<file path="src/hdl/ps2_kbd_pkg.sv">
package ps2_kbd_pkg;

	////////////////////////////////
	// basic types
	////////////////////////////////

	// one byte as it comes off the PS/2 data line.
	typedef logic [7:0] scan_code_t;

	// 7-bit ASCII, bit 7 is never needed.
	typedef logic [6:0] ascii_t;

	// held modifier keys plus the caps lock latch.
	typedef struct packed {
		logic shift_l;
		logic shift_r;
		logic ctrl_l;
		logic ctrl_r;
		logic caps_lock;
	} modifier_t;

	// characters a key can produce in each plane.
	// the has_* flags mark which planes carry a character at all.
	typedef struct packed {
		ascii_t base_char;
		ascii_t shift_char;
		ascii_t ctrl_char;
		logic has_base;
		logic has_shift;
		logic has_ctrl;
		logic is_letter;
	} map_entry_t;

	////////////////////////////////
	// scan code constants
	////////////////////////////////

	// prefix bytes, folded into flags on the following code.
	localparam scan_code_t BREAK_PREFIX = 8'hf0;
	localparam scan_code_t EXT_PREFIX = 8'he0;

	// modifier keys of scan code set 2.
	localparam scan_code_t SC_SHIFT_L = 8'h12;
	localparam scan_code_t SC_SHIFT_R = 8'h59;

	// left control, or right control when extended.
	localparam scan_code_t SC_CTRL = 8'h14;

	localparam scan_code_t SC_CAPS = 8'h58;

endpackage

</file>
<file path="src/hdl/scan_event_if.sv">
interface scan_event_if;

	// one-cycle strobe, the rest is only valid alongside it.
	logic valid;
	ps2_kbd_pkg::scan_code_t code;

	// set when the code was preceded by F0 or E0.
	logic is_break;
	logic is_ext;

	modport source (
		output valid, code, is_break, is_ext
	);

	modport sink (
		input valid, code, is_break, is_ext
	);

endinterface

</file>
<file path="src/hdl/ps2_scan_receiver.sv">
module ps2_scan_receiver #(
	parameter int DEBOUNCE_BITS = 8
) (
	input logic clk,
	input logic rst,
	input logic ps2_clk,
	input logic ps2_data,
	output ps2_kbd_pkg::scan_code_t ps2_code,
	output logic ps2_code_new,
	scan_event_if.source evt
);

	localparam int IDLE_BITS = DEBOUNCE_BITS + 4;

	// index 0 is the PS/2 clock line, index 1 the data line.
	logic [1:0] line_meta;
	logic [1:0] line_sync;
	logic [1:0] line_filt;
	logic [DEBOUNCE_BITS-1:0] stable_cnt [2];

	logic clk_filt_d;
	logic clk_fall;
	logic [10:0] frame;
	logic [10:0] frame_next;
	logic [3:0] bit_cnt;
	logic [IDLE_BITS-1:0] idle_cnt;
	logic frame_end;
	logic frame_ok;
	ps2_kbd_pkg::scan_code_t rx_byte;
	logic pend_break;
	logic pend_ext;

	//////////////////////////////
	// line conditioning
	//////////////////////////////

	// both lines idle high.
	always_ff @(posedge clk) begin
		if (rst) begin
			line_meta <= 2'b11;
			line_sync <= 2'b11;
		end else begin
			line_meta <= {ps2_data, ps2_clk};
			line_sync <= line_meta;
		end
	end

	// a new level is taken only after a full run of the counter.
	always_ff @(posedge clk) begin
		if (rst) begin
			line_filt <= 2'b11;
			for (int i = 0; i < 2; i++) begin
				stable_cnt[i] <= '0;
			end
		end else begin
			for (int i = 0; i < 2; i++) begin
				if (line_sync[i] == line_filt[i]) begin
					stable_cnt[i] <= '0;
				end else if (&stable_cnt[i]) begin
					line_filt[i] <= line_sync[i];
					stable_cnt[i] <= '0;
				end else begin
					stable_cnt[i] <= stable_cnt[i] + 1'b1;
				end
			end
		end
	end

	//////////////////////////////
	// frame assembly
	//////////////////////////////

	assign clk_fall = clk_filt_d & ~line_filt[0];
	assign frame_end = clk_fall && (bit_cnt == 4'd10);

	// lsb first, so after eleven shifts the start bit sits in bit 0.
	assign frame_next = {line_filt[1], frame[10:1]};
	assign rx_byte = frame_next[8:1];
	assign frame_ok = ~frame_next[0] & (^frame_next[9:1]) & frame_next[10];

	always_ff @(posedge clk) begin
		if (clk_fall) begin
			frame <= frame_next;
		end
	end

	always_ff @(posedge clk) begin
		if (rst) begin
			clk_filt_d <= 1'b1;
			bit_cnt <= '0;
			idle_cnt <= '0;
			ps2_code_new <= 1'b0;
			evt.valid <= 1'b0;
			pend_break <= 1'b0;
			pend_ext <= 1'b0;
		end else begin
			clk_filt_d <= line_filt[0];
			ps2_code_new <= 1'b0;
			evt.valid <= 1'b0;
			if (clk_fall) begin
				idle_cnt <= '0;
				bit_cnt <= frame_end ? 4'd0 : bit_cnt + 4'd1;
				if (frame_end && frame_ok) begin
					ps2_code_new <= 1'b1;
					if (rx_byte == ps2_kbd_pkg::BREAK_PREFIX) begin
						pend_break <= 1'b1;
					end else if (rx_byte == ps2_kbd_pkg::EXT_PREFIX) begin
						pend_ext <= 1'b1;
					end else begin
						evt.valid <= 1'b1;
						pend_break <= 1'b0;
						pend_ext <= 1'b0;
					end
				end
			end else if (bit_cnt != 4'd0 && line_filt[0]) begin
				// keyboard went quiet in mid frame, start over.
				if (&idle_cnt) begin
					bit_cnt <= '0;
					idle_cnt <= '0;
				end else begin
					idle_cnt <= idle_cnt + 1'b1;
				end
			end else begin
				idle_cnt <= '0;
			end
		end
	end

	always_ff @(posedge clk) begin
		if (frame_end && frame_ok) begin
			ps2_code <= rx_byte;
			evt.code <= rx_byte;
			evt.is_break <= pend_break;
			evt.is_ext <= pend_ext;
		end
	end

	// strobes toward the top level and the decoders are single pulses.
	assert property (@(posedge clk) disable iff (rst) ps2_code_new |=> !ps2_code_new);
	assert property (@(posedge clk) disable iff (rst) evt.valid |=> !evt.valid);

endmodule

</file>
<file path="src/hdl/modifier_tracker.sv">
module modifier_tracker (
	input logic clk,
	input logic rst,
	scan_event_if.sink evt,
	output ps2_kbd_pkg::modifier_t mods
);

	logic make;

	assign make = ~evt.is_break;

	//////////////////////////////
	// modifier state
	//////////////////////////////

	always_ff @(posedge clk) begin
		if (rst) begin
			mods <= '0;
		end else if (evt.valid) begin
			case (evt.code)
				ps2_kbd_pkg::SC_SHIFT_L: begin
					mods.shift_l <= make;
				end
				ps2_kbd_pkg::SC_SHIFT_R: begin
					mods.shift_r <= make;
				end
				ps2_kbd_pkg::SC_CTRL: begin
					// E0 14 is the right-hand key.
					if (evt.is_ext) begin
						mods.ctrl_r <= make;
					end else begin
						mods.ctrl_l <= make;
					end
				end
				ps2_kbd_pkg::SC_CAPS: begin
					// caps lock latches on make only.
					if (make) begin
						mods.caps_lock <= ~mods.caps_lock;
					end
				end
				default: begin
					mods <= mods;
				end
			endcase
		end
	end

	// caps lock moves only right after a caps lock make.
	assert property (@(posedge clk) disable iff (rst)
		$changed(mods.caps_lock) |->
			$past(evt.valid && evt.code == ps2_kbd_pkg::SC_CAPS && !evt.is_break));

endmodule

</file>
<file path="src/hdl/scan_code_map.sv">
module scan_code_map (
	input logic clk,
	input logic rst,
	scan_event_if.sink evt,
	output ps2_kbd_pkg::map_entry_t entry,
	output logic entry_valid,
	output logic entry_break
);

	ps2_kbd_pkg::map_entry_t entry_d;

	//////////////////////////////
	// entry builders
	//////////////////////////////

	// upper case is bit 5 cleared, control is the low five bits.
	function automatic ps2_kbd_pkg::map_entry_t letter_entry(input ps2_kbd_pkg::ascii_t lower);
		ps2_kbd_pkg::map_entry_t e;
		e = '0;
		e.base_char = lower;
		e.shift_char = lower ^ 7'h20;
		e.ctrl_char = lower & 7'h1f;
		e.has_base = 1'b1;
		e.has_shift = 1'b1;
		e.has_ctrl = 1'b1;
		e.is_letter = 1'b1;
		return e;
	endfunction

	function automatic ps2_kbd_pkg::map_entry_t key_entry(input ps2_kbd_pkg::ascii_t base,
			input ps2_kbd_pkg::ascii_t shifted);
		ps2_kbd_pkg::map_entry_t e;
		e = '0;
		e.base_char = base;
		e.shift_char = shifted;
		e.has_base = 1'b1;
		e.has_shift = 1'b1;
		return e;
	endfunction

	function automatic ps2_kbd_pkg::map_entry_t ctrl_key_entry(input ps2_kbd_pkg::ascii_t base,
			input ps2_kbd_pkg::ascii_t shifted, input ps2_kbd_pkg::ascii_t ctrl);
		ps2_kbd_pkg::map_entry_t e;
		e = key_entry(base, shifted);
		e.ctrl_char = ctrl;
		e.has_ctrl = 1'b1;
		return e;
	endfunction

	//////////////////////////////
	// scan code set 2 table
	//////////////////////////////

	always_comb begin
		entry_d = '0;
		if (evt.is_ext) begin
			// only delete is decoded among the extended keys.
			if (evt.code == 8'h71) begin
				entry_d = key_entry(7'h7f, 7'h7f);
			end
		end else begin
			case (evt.code)
				8'h1c: entry_d = letter_entry(7'h61);
				8'h32: entry_d = letter_entry(7'h62);
				8'h21: entry_d = letter_entry(7'h63);
				8'h23: entry_d = letter_entry(7'h64);
				8'h24: entry_d = letter_entry(7'h65);
				8'h2b: entry_d = letter_entry(7'h66);
				8'h34: entry_d = letter_entry(7'h67);
				8'h33: entry_d = letter_entry(7'h68);
				8'h43: entry_d = letter_entry(7'h69);
				8'h3b: entry_d = letter_entry(7'h6a);
				8'h42: entry_d = letter_entry(7'h6b);
				8'h4b: entry_d = letter_entry(7'h6c);
				8'h3a: entry_d = letter_entry(7'h6d);
				8'h31: entry_d = letter_entry(7'h6e);
				8'h44: entry_d = letter_entry(7'h6f);
				8'h4d: entry_d = letter_entry(7'h70);
				8'h15: entry_d = letter_entry(7'h71);
				8'h2d: entry_d = letter_entry(7'h72);
				8'h1b: entry_d = letter_entry(7'h73);
				8'h2c: entry_d = letter_entry(7'h74);
				8'h3c: entry_d = letter_entry(7'h75);
				8'h2a: entry_d = letter_entry(7'h76);
				8'h1d: entry_d = letter_entry(7'h77);
				8'h22: entry_d = letter_entry(7'h78);
				8'h35: entry_d = letter_entry(7'h79);
				8'h1a: entry_d = letter_entry(7'h7a);
				// digit row.
				8'h45: entry_d = key_entry(7'h30, 7'h29);
				8'h16: entry_d = key_entry(7'h31, 7'h21);
				8'h1e: entry_d = ctrl_key_entry(7'h32, 7'h40, 7'h00);
				8'h26: entry_d = key_entry(7'h33, 7'h23);
				8'h25: entry_d = key_entry(7'h34, 7'h24);
				8'h2e: entry_d = key_entry(7'h35, 7'h25);
				8'h36: entry_d = ctrl_key_entry(7'h36, 7'h5e, 7'h1e);
				8'h3d: entry_d = key_entry(7'h37, 7'h26);
				8'h3e: entry_d = key_entry(7'h38, 7'h2a);
				8'h46: entry_d = key_entry(7'h39, 7'h28);
				// punctuation.
				8'h52: entry_d = key_entry(7'h27, 7'h22);
				8'h41: entry_d = key_entry(7'h2c, 7'h3c);
				8'h4e: entry_d = ctrl_key_entry(7'h2d, 7'h5f, 7'h1f);
				8'h49: entry_d = key_entry(7'h2e, 7'h3e);
				8'h4a: entry_d = key_entry(7'h2f, 7'h3f);
				8'h4c: entry_d = key_entry(7'h3b, 7'h3a);
				8'h55: entry_d = key_entry(7'h3d, 7'h2b);
				8'h54: entry_d = ctrl_key_entry(7'h5b, 7'h7b, 7'h1b);
				8'h5d: entry_d = ctrl_key_entry(7'h5c, 7'h7c, 7'h1c);
				8'h5b: entry_d = ctrl_key_entry(7'h5d, 7'h7d, 7'h1d);
				8'h0e: entry_d = key_entry(7'h60, 7'h7e);
				// whitespace and editing keys ignore shift.
				8'h29: entry_d = key_entry(7'h20, 7'h20);
				8'h66: entry_d = key_entry(7'h08, 7'h08);
				8'h0d: entry_d = key_entry(7'h09, 7'h09);
				8'h5a: entry_d = key_entry(7'h0d, 7'h0d);
				8'h76: entry_d = key_entry(7'h1b, 7'h1b);
				// modifiers produce no character of their own.
				ps2_kbd_pkg::SC_SHIFT_L,
				ps2_kbd_pkg::SC_SHIFT_R,
				ps2_kbd_pkg::SC_CTRL,
				ps2_kbd_pkg::SC_CAPS: entry_d = '0;
				default: entry_d = '0;
			endcase
		end
	end

	always_ff @(posedge clk) begin
		if (rst) begin
			entry_valid <= 1'b0;
		end else begin
			entry_valid <= evt.valid;
		end
	end

	always_ff @(posedge clk) begin
		if (evt.valid) begin
			entry <= entry_d;
			entry_break <= evt.is_break;
		end
	end

	assert property (@(posedge clk) disable iff (rst) entry_valid |=> !entry_valid);

endmodule

</file>
<file path="src/hdl/ascii_composer.sv">
module ascii_composer (
	input logic clk,
	input logic rst,
	input ps2_kbd_pkg::map_entry_t entry,
	input logic entry_valid,
	input logic entry_break,
	input ps2_kbd_pkg::modifier_t mods,
	output ps2_kbd_pkg::ascii_t ascii_code,
	output logic ascii_new
);

	logic ctrl_on;
	logic shift_on;
	logic char_ok;
	ps2_kbd_pkg::ascii_t char_sel;

	assign ctrl_on = mods.ctrl_l | mods.ctrl_r;

	// caps lock flips shift, but only on letters.
	assign shift_on = (mods.shift_l | mods.shift_r) ^ (mods.caps_lock & entry.is_letter);

	//////////////////////////////
	// plane select
	//////////////////////////////

	always_comb begin
		if (ctrl_on) begin
			char_sel = entry.ctrl_char;
			char_ok = entry.has_ctrl;
		end else if (shift_on) begin
			char_sel = entry.shift_char;
			char_ok = entry.has_shift;
		end else begin
			char_sel = entry.base_char;
			char_ok = entry.has_base;
		end
	end

	always_ff @(posedge clk) begin
		if (rst) begin
			ascii_new <= 1'b0;
		end else begin
			ascii_new <= entry_valid & ~entry_break & char_ok;
		end
	end

	always_ff @(posedge clk) begin
		if (entry_valid) begin
			ascii_code <= char_sel;
		end
	end

	// only keys without a character may move the modifier state.
	assert property (@(posedge clk) disable iff (rst)
		entry_valid && $changed(mods) |-> !(entry.has_base || entry.has_shift || entry.has_ctrl));

endmodule

</file>
<file path="src/hdl/ps2_keyboard_top.sv">
module ps2_keyboard_top #(
	parameter int DEBOUNCE_BITS = 8
) (
	input logic clk,
	input logic rst,
	input logic ps2_clk,
	input logic ps2_data,
	output ps2_kbd_pkg::scan_code_t ps2_code,
	output logic ps2_code_new,
	output ps2_kbd_pkg::ascii_t ascii_code,
	output logic ascii_new
);

	scan_event_if evt ();

	ps2_kbd_pkg::modifier_t mods;
	ps2_kbd_pkg::map_entry_t entry;
	logic entry_valid;
	logic entry_break;

	////////////////////////////////
	// receive, then decode in parallel
	////////////////////////////////

	ps2_scan_receiver #(
		.DEBOUNCE_BITS(DEBOUNCE_BITS)
	) u_receiver (
		.clk(clk),
		.rst(rst),
		.ps2_clk(ps2_clk),
		.ps2_data(ps2_data),
		.ps2_code(ps2_code),
		.ps2_code_new(ps2_code_new),
		.evt(evt.source)
	);

	modifier_tracker u_tracker (
		.clk(clk),
		.rst(rst),
		.evt(evt.sink),
		.mods(mods)
	);

	scan_code_map u_map (
		.clk(clk),
		.rst(rst),
		.evt(evt.sink),
		.entry(entry),
		.entry_valid(entry_valid),
		.entry_break(entry_break)
	);

	// modifier state and map entry line up on the same cycle.
	ascii_composer u_composer (
		.clk(clk),
		.rst(rst),
		.entry(entry),
		.entry_valid(entry_valid),
		.entry_break(entry_break),
		.mods(mods),
		.ascii_code(ascii_code),
		.ascii_new(ascii_new)
	);

endmodule

</file>
<file path="config.mk">
export PLATFORM = sky130hd
export DESIGN_NAME = ps2_keyboard_top
export DESIGN_NICKNAME = d
export VERILOG_FILES = /design/src/hdl/ps2_kbd_pkg.sv /design/src/hdl/scan_event_if.sv /design/src/hdl/ps2_scan_receiver.sv /design/src/hdl/modifier_tracker.sv /design/src/hdl/scan_code_map.sv /design/src/hdl/ascii_composer.sv /design/src/hdl/ps2_keyboard_top.sv
export SDC_FILE = /design/constraint.sdc
export NUM_CORES = 1
export LEC_CHECK = 0
export ABC_AREA = 1
export BUFFER_PORTS_ARGS = -buffer_cell sky130_fd_sc_hd__buf_2
export CAP_MARGIN = 20
export CORE_AREA = 2 2 125 127
export DETAILED_ROUTE_END_ITERATION = 8
export DIE_AREA = 0 0 127 129
export GPL_TIMING_DRIVEN = 0
export HOLD_SLACK_MARGIN = 0.08
export PLACE_DENSITY = 0.71
export SLEW_MARGIN = 20
export SYNTH_ARGS = -nofsm -noshare
export SYNTH_HDL_FRONTEND = slang
export SYNTH_SLANG_ARGS = --single-unit
export TNS_END_PERCENT = 100
</file>
<file path="constraint.sdc">
create_clock -name clk -period 6 [get_ports clk]
set_input_delay 1.8 -clock clk [delete_from_list [all_inputs] [get_ports clk]]
set_output_delay 1.8 -clock clk [all_outputs]
set_load 0.01 [all_outputs]
</file>
==> impl_metrics.toml, run 1 <==
[cells_and_area]
most-common-layout-cells = "nand2_1, inv_1, nor2_1, nand3_1, edfxtp_1"
layout-drive-gt1-share_pct = 11.24
fin_nets = 945
n_antenna_cell = 0
areaGrowthSynthToFinish_pct = 15.20
final_common_cell = "nand2_1"
layoutNonFillerInstCount = 1122

[setup_path]
reg2reg_from = "u_receiver.frame[6]"
slowest_stage = "edfxtp_1"
path_cells = "inv_1, ha_1, xnor2_1, nand2_2, nand2_1, nand2_4, nand3_4, buf_6, nand2_1, nand2_2, inv_1, ha_1, inv_1, nor2_1, nand2_1, nand2_1, nand2_1, nand2_1, nand2_1, nand2_1, nand2_1, nand2_1"
path_class = "reg2reg"
cp-end-kind = "flip-flop"
slowest_delay_ns = 0.45
critPathLaunch = "u_receiver.frame[6]"
r2r_setup_slack_ns = 2.38
cp_data_required_time_ns = 6.35
setup.worst_path.start_class = "flip-flop"
reg2reg_depth = 22
worstPathArrival_ns = 3.97
worst_path_dominant_cell_family = "simple AND/OR/NAND/NOR gates"
path_depth = 22
worst-path-max-fanout = 10
cp_num_buf_inv = 4
cp_common_cell = "nand2_1"

[placed_design]
hpwlAfterDp_um = 11900
dp.cells = 1090
place.gp.congestion = 1.024
portBuffers = 20

[power_and_ir_drop]
p_per_area_nw_per_um2 = 254.1
total_power_uw = 1959
p_leak_uw = 0.003559
ir_drop_uv = 168.1

[detailed_routing]
route.detailed.drc = 0
avgViaCountPerCell = 5.139
drtPass1Iterations = 5
wl_um = 15930
drtIter0Drc = 596
dr_total_vias = 5766
wl_per_cell_um = 14.20
ant_nets = 0

[global_route]
grt_use_total_pct = 20.55
grt_pass1_vias = 5388
grt_start_max_net_pins = 27
gr-total-overflow = 0
grt_antenna_before_repair = 0
grt_first_pass_wirelength_um = 26680

[timing]
fmax_mhz = 276.0
rsz0062_at_grt = "false"
slew_headroom_pct = 32.36
timing.setup.tns_ns = 0
hold_viol = 0
period_minus_slack_ns = 3.623
worst_pin_slew_ns = 1.013
setup_viol = 0
drv_slew = 0
period_share_pct = 60.39
hold_ws_ns = 0.4131
finClkSkew_ns = 0.007315

[flow_run]
max_cap_violations = 0

[clock_network]
ctsHoldBuffers = 0
clock-sinks = 122
cts_tree = "done"
cts_resized = 0
clk_latency_ns = 0.41
cts_root_buf = "clkbuf_16"
ctsLongestPathBuffers = 2
path_clk_slew_ns = 0.06
cts-buffers-inserted = 17
cts_setup_buffers = 0
h-tree-depth = 4

[outcome]
status = "finished, final reports clean"

[floorplanning]
die_h_um = 129
rows = 45
die_area_um2 = 16380
start_util_pct = 44.67
die_w_um = 127
core-area_um2 = 14980
io_pins = 21

[synthesis]
syn_inst = 867
synth.distinct_cells = 39
yosysWarningCount = 0
syn_area_um2 = 6690
avgSynthCellArea_um2 = 7.716
yosysSeqAreaShare_pct = 46.38
synth_seq_cells = 122

[hold_path]
worst_hold_path_type = "reg2reg"
[where the power goes]
part | internal, µW | switching [µW] | leakage [µW]
clock network | 691 | 368 | 0.000306
registers | 880 | 3.90 | 0.00107
logic | 5.61 | 10.4 | 0.00218
total | 1580 | 383 | 0.00356
[through the flow]
step	util [%]	cell area [µm²]	setup WS, ns
floorplan	-	6746	3.169
global placement	47.28	7082	2.478
detailed placement	47.28	7082	2.472
CTS	51.46	7707	2.434
global route	51.46	7707	2.078
finish	51.46	7707	2.377
[cell usage after synthesis, drive strengths merged]
cell type,count,area [µm²]
nand2,299,1175
inv,90,337.8
nor2,88,391.6
nand3,79,420.4
edfxtp,66,1982
dfxtp,56,1121
o21ai,43,241.5
a21oi,35,175.2
ha,20,250.2
nand4,18,112.6
nor3,12,60.06
buf,11,83.83
clkbuf,9,33.78
nor3b,8,60.06
or2,8,50.05
a31oi,5,31.28
xnor2,5,43.79
xor2,4,35.03
o211ai,3,22.52
a21boi,1,7.510
and3,1,6.260
clkinv,1,3.750
conb,1,3.750
nand3b,1,20.02
nor4,1,6.260
o21a,1,7.510
o31ai,1,7.510
[kinds of logic (layout without fill, tap and decap cells)]
group | count (synthesis) | in the layout | share of synthesized area [%]
simple gates | 515 | 515 | 34.41
flops | 122 | 122 | 46.38
xor+xnor | 9 | 9 | 1.178
buf+inv | 111 | 163 | 6.864
compound gates | 89 | 89 | 7.369
fa+ha+maj | 20 | 20 | 3.740
other cells | 1 | 16 | 0.05605
[final cells by class]
| type | instances | area [µm²] |
|---|---|---|
| Inverter | 91 | 341.6 |
| Clock inverter | 13 | 161.4 |
| Tap cell | 188 | 235.2 |
| Sequential cell | 122 | 3103 |
| Fill cell | 1450 | 7269 |
| Clock buffer | 19 | 464.2 |
| Timing Repair Buffer | 20 | 100.1 |
| Buffer | 20 | 117.6 |
| Multi-Input combinational cell | 649 | 3184 |
[how the worst min path moves through the flow]
| stage | from | endpoint | slack [ns] | cells after the start |
|---|---|---|---|---|
| global route | u_receiver.line_meta[0] | u_receiver.line_sync[0] | 0.43 | 1 |
| CTS | u_receiver.line_meta[1] | u_receiver.line_sync[1] | 0.42 | 1 |
| global placement | u_receiver.line_meta[0] | u_receiver.line_sync[0] | 0.39 | 1 |
| detailed placement | u_receiver.line_meta[1] | u_receiver.line_sync[1] | 0.41 | 1 |
| finish | u_receiver.line_meta[1] | u_receiver.line_sync[1] | 0.41 | 1 |
| floorplan | u_receiver.line_meta[0] | u_receiver.line_sync[0] | 0.39 | 1 |
[metal layers]
metal	up-vias	global-route usage, %	part of all wire, %
met1	2577	27.73	46
met3	43	3.992	6.1
met5	-	0	0
met2	220	32.01	45
met4	0	9.825	3.1
li1	2926	-	-
No activity file was read; power rests on OpenSTA's default activity.
==> inputs of run 2 (changes only) <==
PLACE_DENSITY = 0.74   (was 0.71)
clock period = 3.2 ns   (was 6 ns; I/O delays follow)
==> impl_metrics.toml, run 2 (synthesis results as in run 1) <==
[power_and_ir_drop]
p_per_area_nw_per_um2 = 438.2
ir_drop_uv = 391.6
p_leak_uw = 0.003603
switching_share_pct = 20.68
power_frac_clock_pct = 51.3
switching_power_uw = 716.4
p_comb_share_pct = 0.9
internal_power_uw = 2748
power.sequential.fraction_pct = 47.8

[timing]
finClkSkew_ns = 0.01378
setup_viol = 0
slew_headroom_pct = 33.18
worst_pin_slew_ns = 1.001
hold_viol = 0
period_minus_slack_ns = 3.030
drv_slew = 0
fmax_mhz = 330.0
period_share_pct = 94.70
timing.setup.tns_ns = 0
hold_ws_ns = 0.4115

[global_route]
met1_usage_pct = 27.39
gr-total-overflow = 0
grt_first_pass_wirelength_um = 26900
grt_start_max_net_pins = 27
grt.busiest_layer = "met2"
grt_use_met3_pct = 4.324
grt_use_total_pct = 20.89
grt_pass1_vias = 5408
grt_use_met2_pct = 32.86
grt_antenna_before_repair = 0

[placed_design]
place.gp.congestion = 1.002
dp.cells = 1090
place_area_um2 = 7082
hpwlAfterDp_um = 12270
portBuffers = 20

[setup_path]
path_depth = 21
slowest_delay_ns = 0.36
path_cells = "inv_1, ha_1, inv_1, nand2_1, nand2_1, nand2_2, nand2_1, nand2_4, nand3_4, buf_4, nand2_2, nand2_4, buf_6, ha_1, inv_1, nand2_1, nand2_1, o21ai_2, nand2_1, nand2_1, nand2_1"
path_class = "reg2reg"
cp-end-kind = "flip-flop"
cp_data_required_time_ns = 3.50
worstPathArrival_ns = 3.33
reg2reg_depth = 21
worst_path_dominant_cell_family = "simple AND/OR/NAND/NOR gates"
worst-path-max-fanout = 10
cp_common_cell = "nand2_1"
cp_num_buf_inv = 5
setup.worst_path.start_class = "flip-flop"
slowest_stage = "edfxtp_1"

[clock_network]
ctsHoldBuffers = 0
cts_tree = "done"
ctsLongestPathBuffers = 2
cts-buffers-inserted = 17
cts_root_buf = "clkbuf_16"
h-tree-depth = 4
path_clk_slew_ns = 0.06
clock-sinks = 122
clk_latency_ns = 0.42

[cells_and_area]
layoutNonFillerInstCount = 1137
most-common-layout-cells = "nand2_1, inv_1, nor2_1, nand3_1, edfxtp_1"
fin_util_pct = 52.78
postLayoutCellArea_um2 = 7905
final_common_cell = "nand2_1"
areaGrowthSynthToFinish_pct = 18.16
layout-drive-gt1-share_pct = 15.81
n_antenna_cell = 0
fin_nets = 960

[flow_run]
max_cap_violations = 0

[detailed_routing]
drtIter0Drc = 530
drtPass1Iterations = 5
wl_um = 16620
ant_nets = 0
avgViaCountPerCell = 5.138
route.detailed.drc = 0
dr_total_vias = 5842
wl_per_cell_um = 14.62

[hold_path]
hold_depth = 1
worst_hold_path_type = "reg2reg"

[floorplanning]
die_area_um2 = 16380
rows = 45
die_w_um = 127
core-area_um2 = 14980
start_util_pct = 44.67
die_h_um = 129
io_pins = 21

[outcome]
status = "finished, final reports clean"
==> run 2: layout make-up <==
class	instances	area, µm²
multi-input cells	649	3327
fillers	1419	7072
repair buffers	35	212.7
inverters	91	344.1
plain buffers	20	121.4
flip-flops and latches	122	3103
well taps	188	235.2
clock inverters	14	122.6
clock buffers	18	439.2
==> run 2: routing by layer <==
metal / wire length [µm] / vias up
met4: 531 / 0
met3: 1057 / 42
met2: 7512 / 218
met1: 7519 / 2620
met5: 0 / -
li1: - / 2962
==> run 2: through the flow <==
stage,power (µW),worst slack [ns]
after floorplan,1710,0.3694
after global placement,1718,-0.2508
after detailed placement,1719,-0.2445
after CTS,3493,0.01669
after global routing,3573,-0.02686
final,3464,0.1695
==> run 2: what timing repair did <==
item	in CTS	in global routing
setup buffers	4	11
endpoints found under the setup margin	19	22
resized for setup	8	34
pin swaps	0	7
==> run 2: final timing paths <==
| path | startpoint | endpoint | slack (ns) |
|---|---|---|---|
| max | u_receiver.frame[3] | flip-flop | 0.17 |
| min | u_receiver.line_meta[1] | u_receiver.line_sync[1] | 0.41 |
| max reg2reg | u_receiver.frame[3] | flip-flop | 0.17 |
| min reg2reg | u_receiver.line_meta[1] | u_receiver.line_sync[1] | 0.41 |
==> run 2: power groups by stage <==
stage | clock network, µW | registers (µW) | logic (µW)
after floorplan | 0 | 1690 | 22.0
after global placement | 0 | 1690 | 28.7
after detailed placement | 0 | 1690 | 29.4
after CTS | 1810 | 1660 | 29.5
after global routing | 1880 | 1660 | 36.1
final | 1780 | 1660 | 29.9
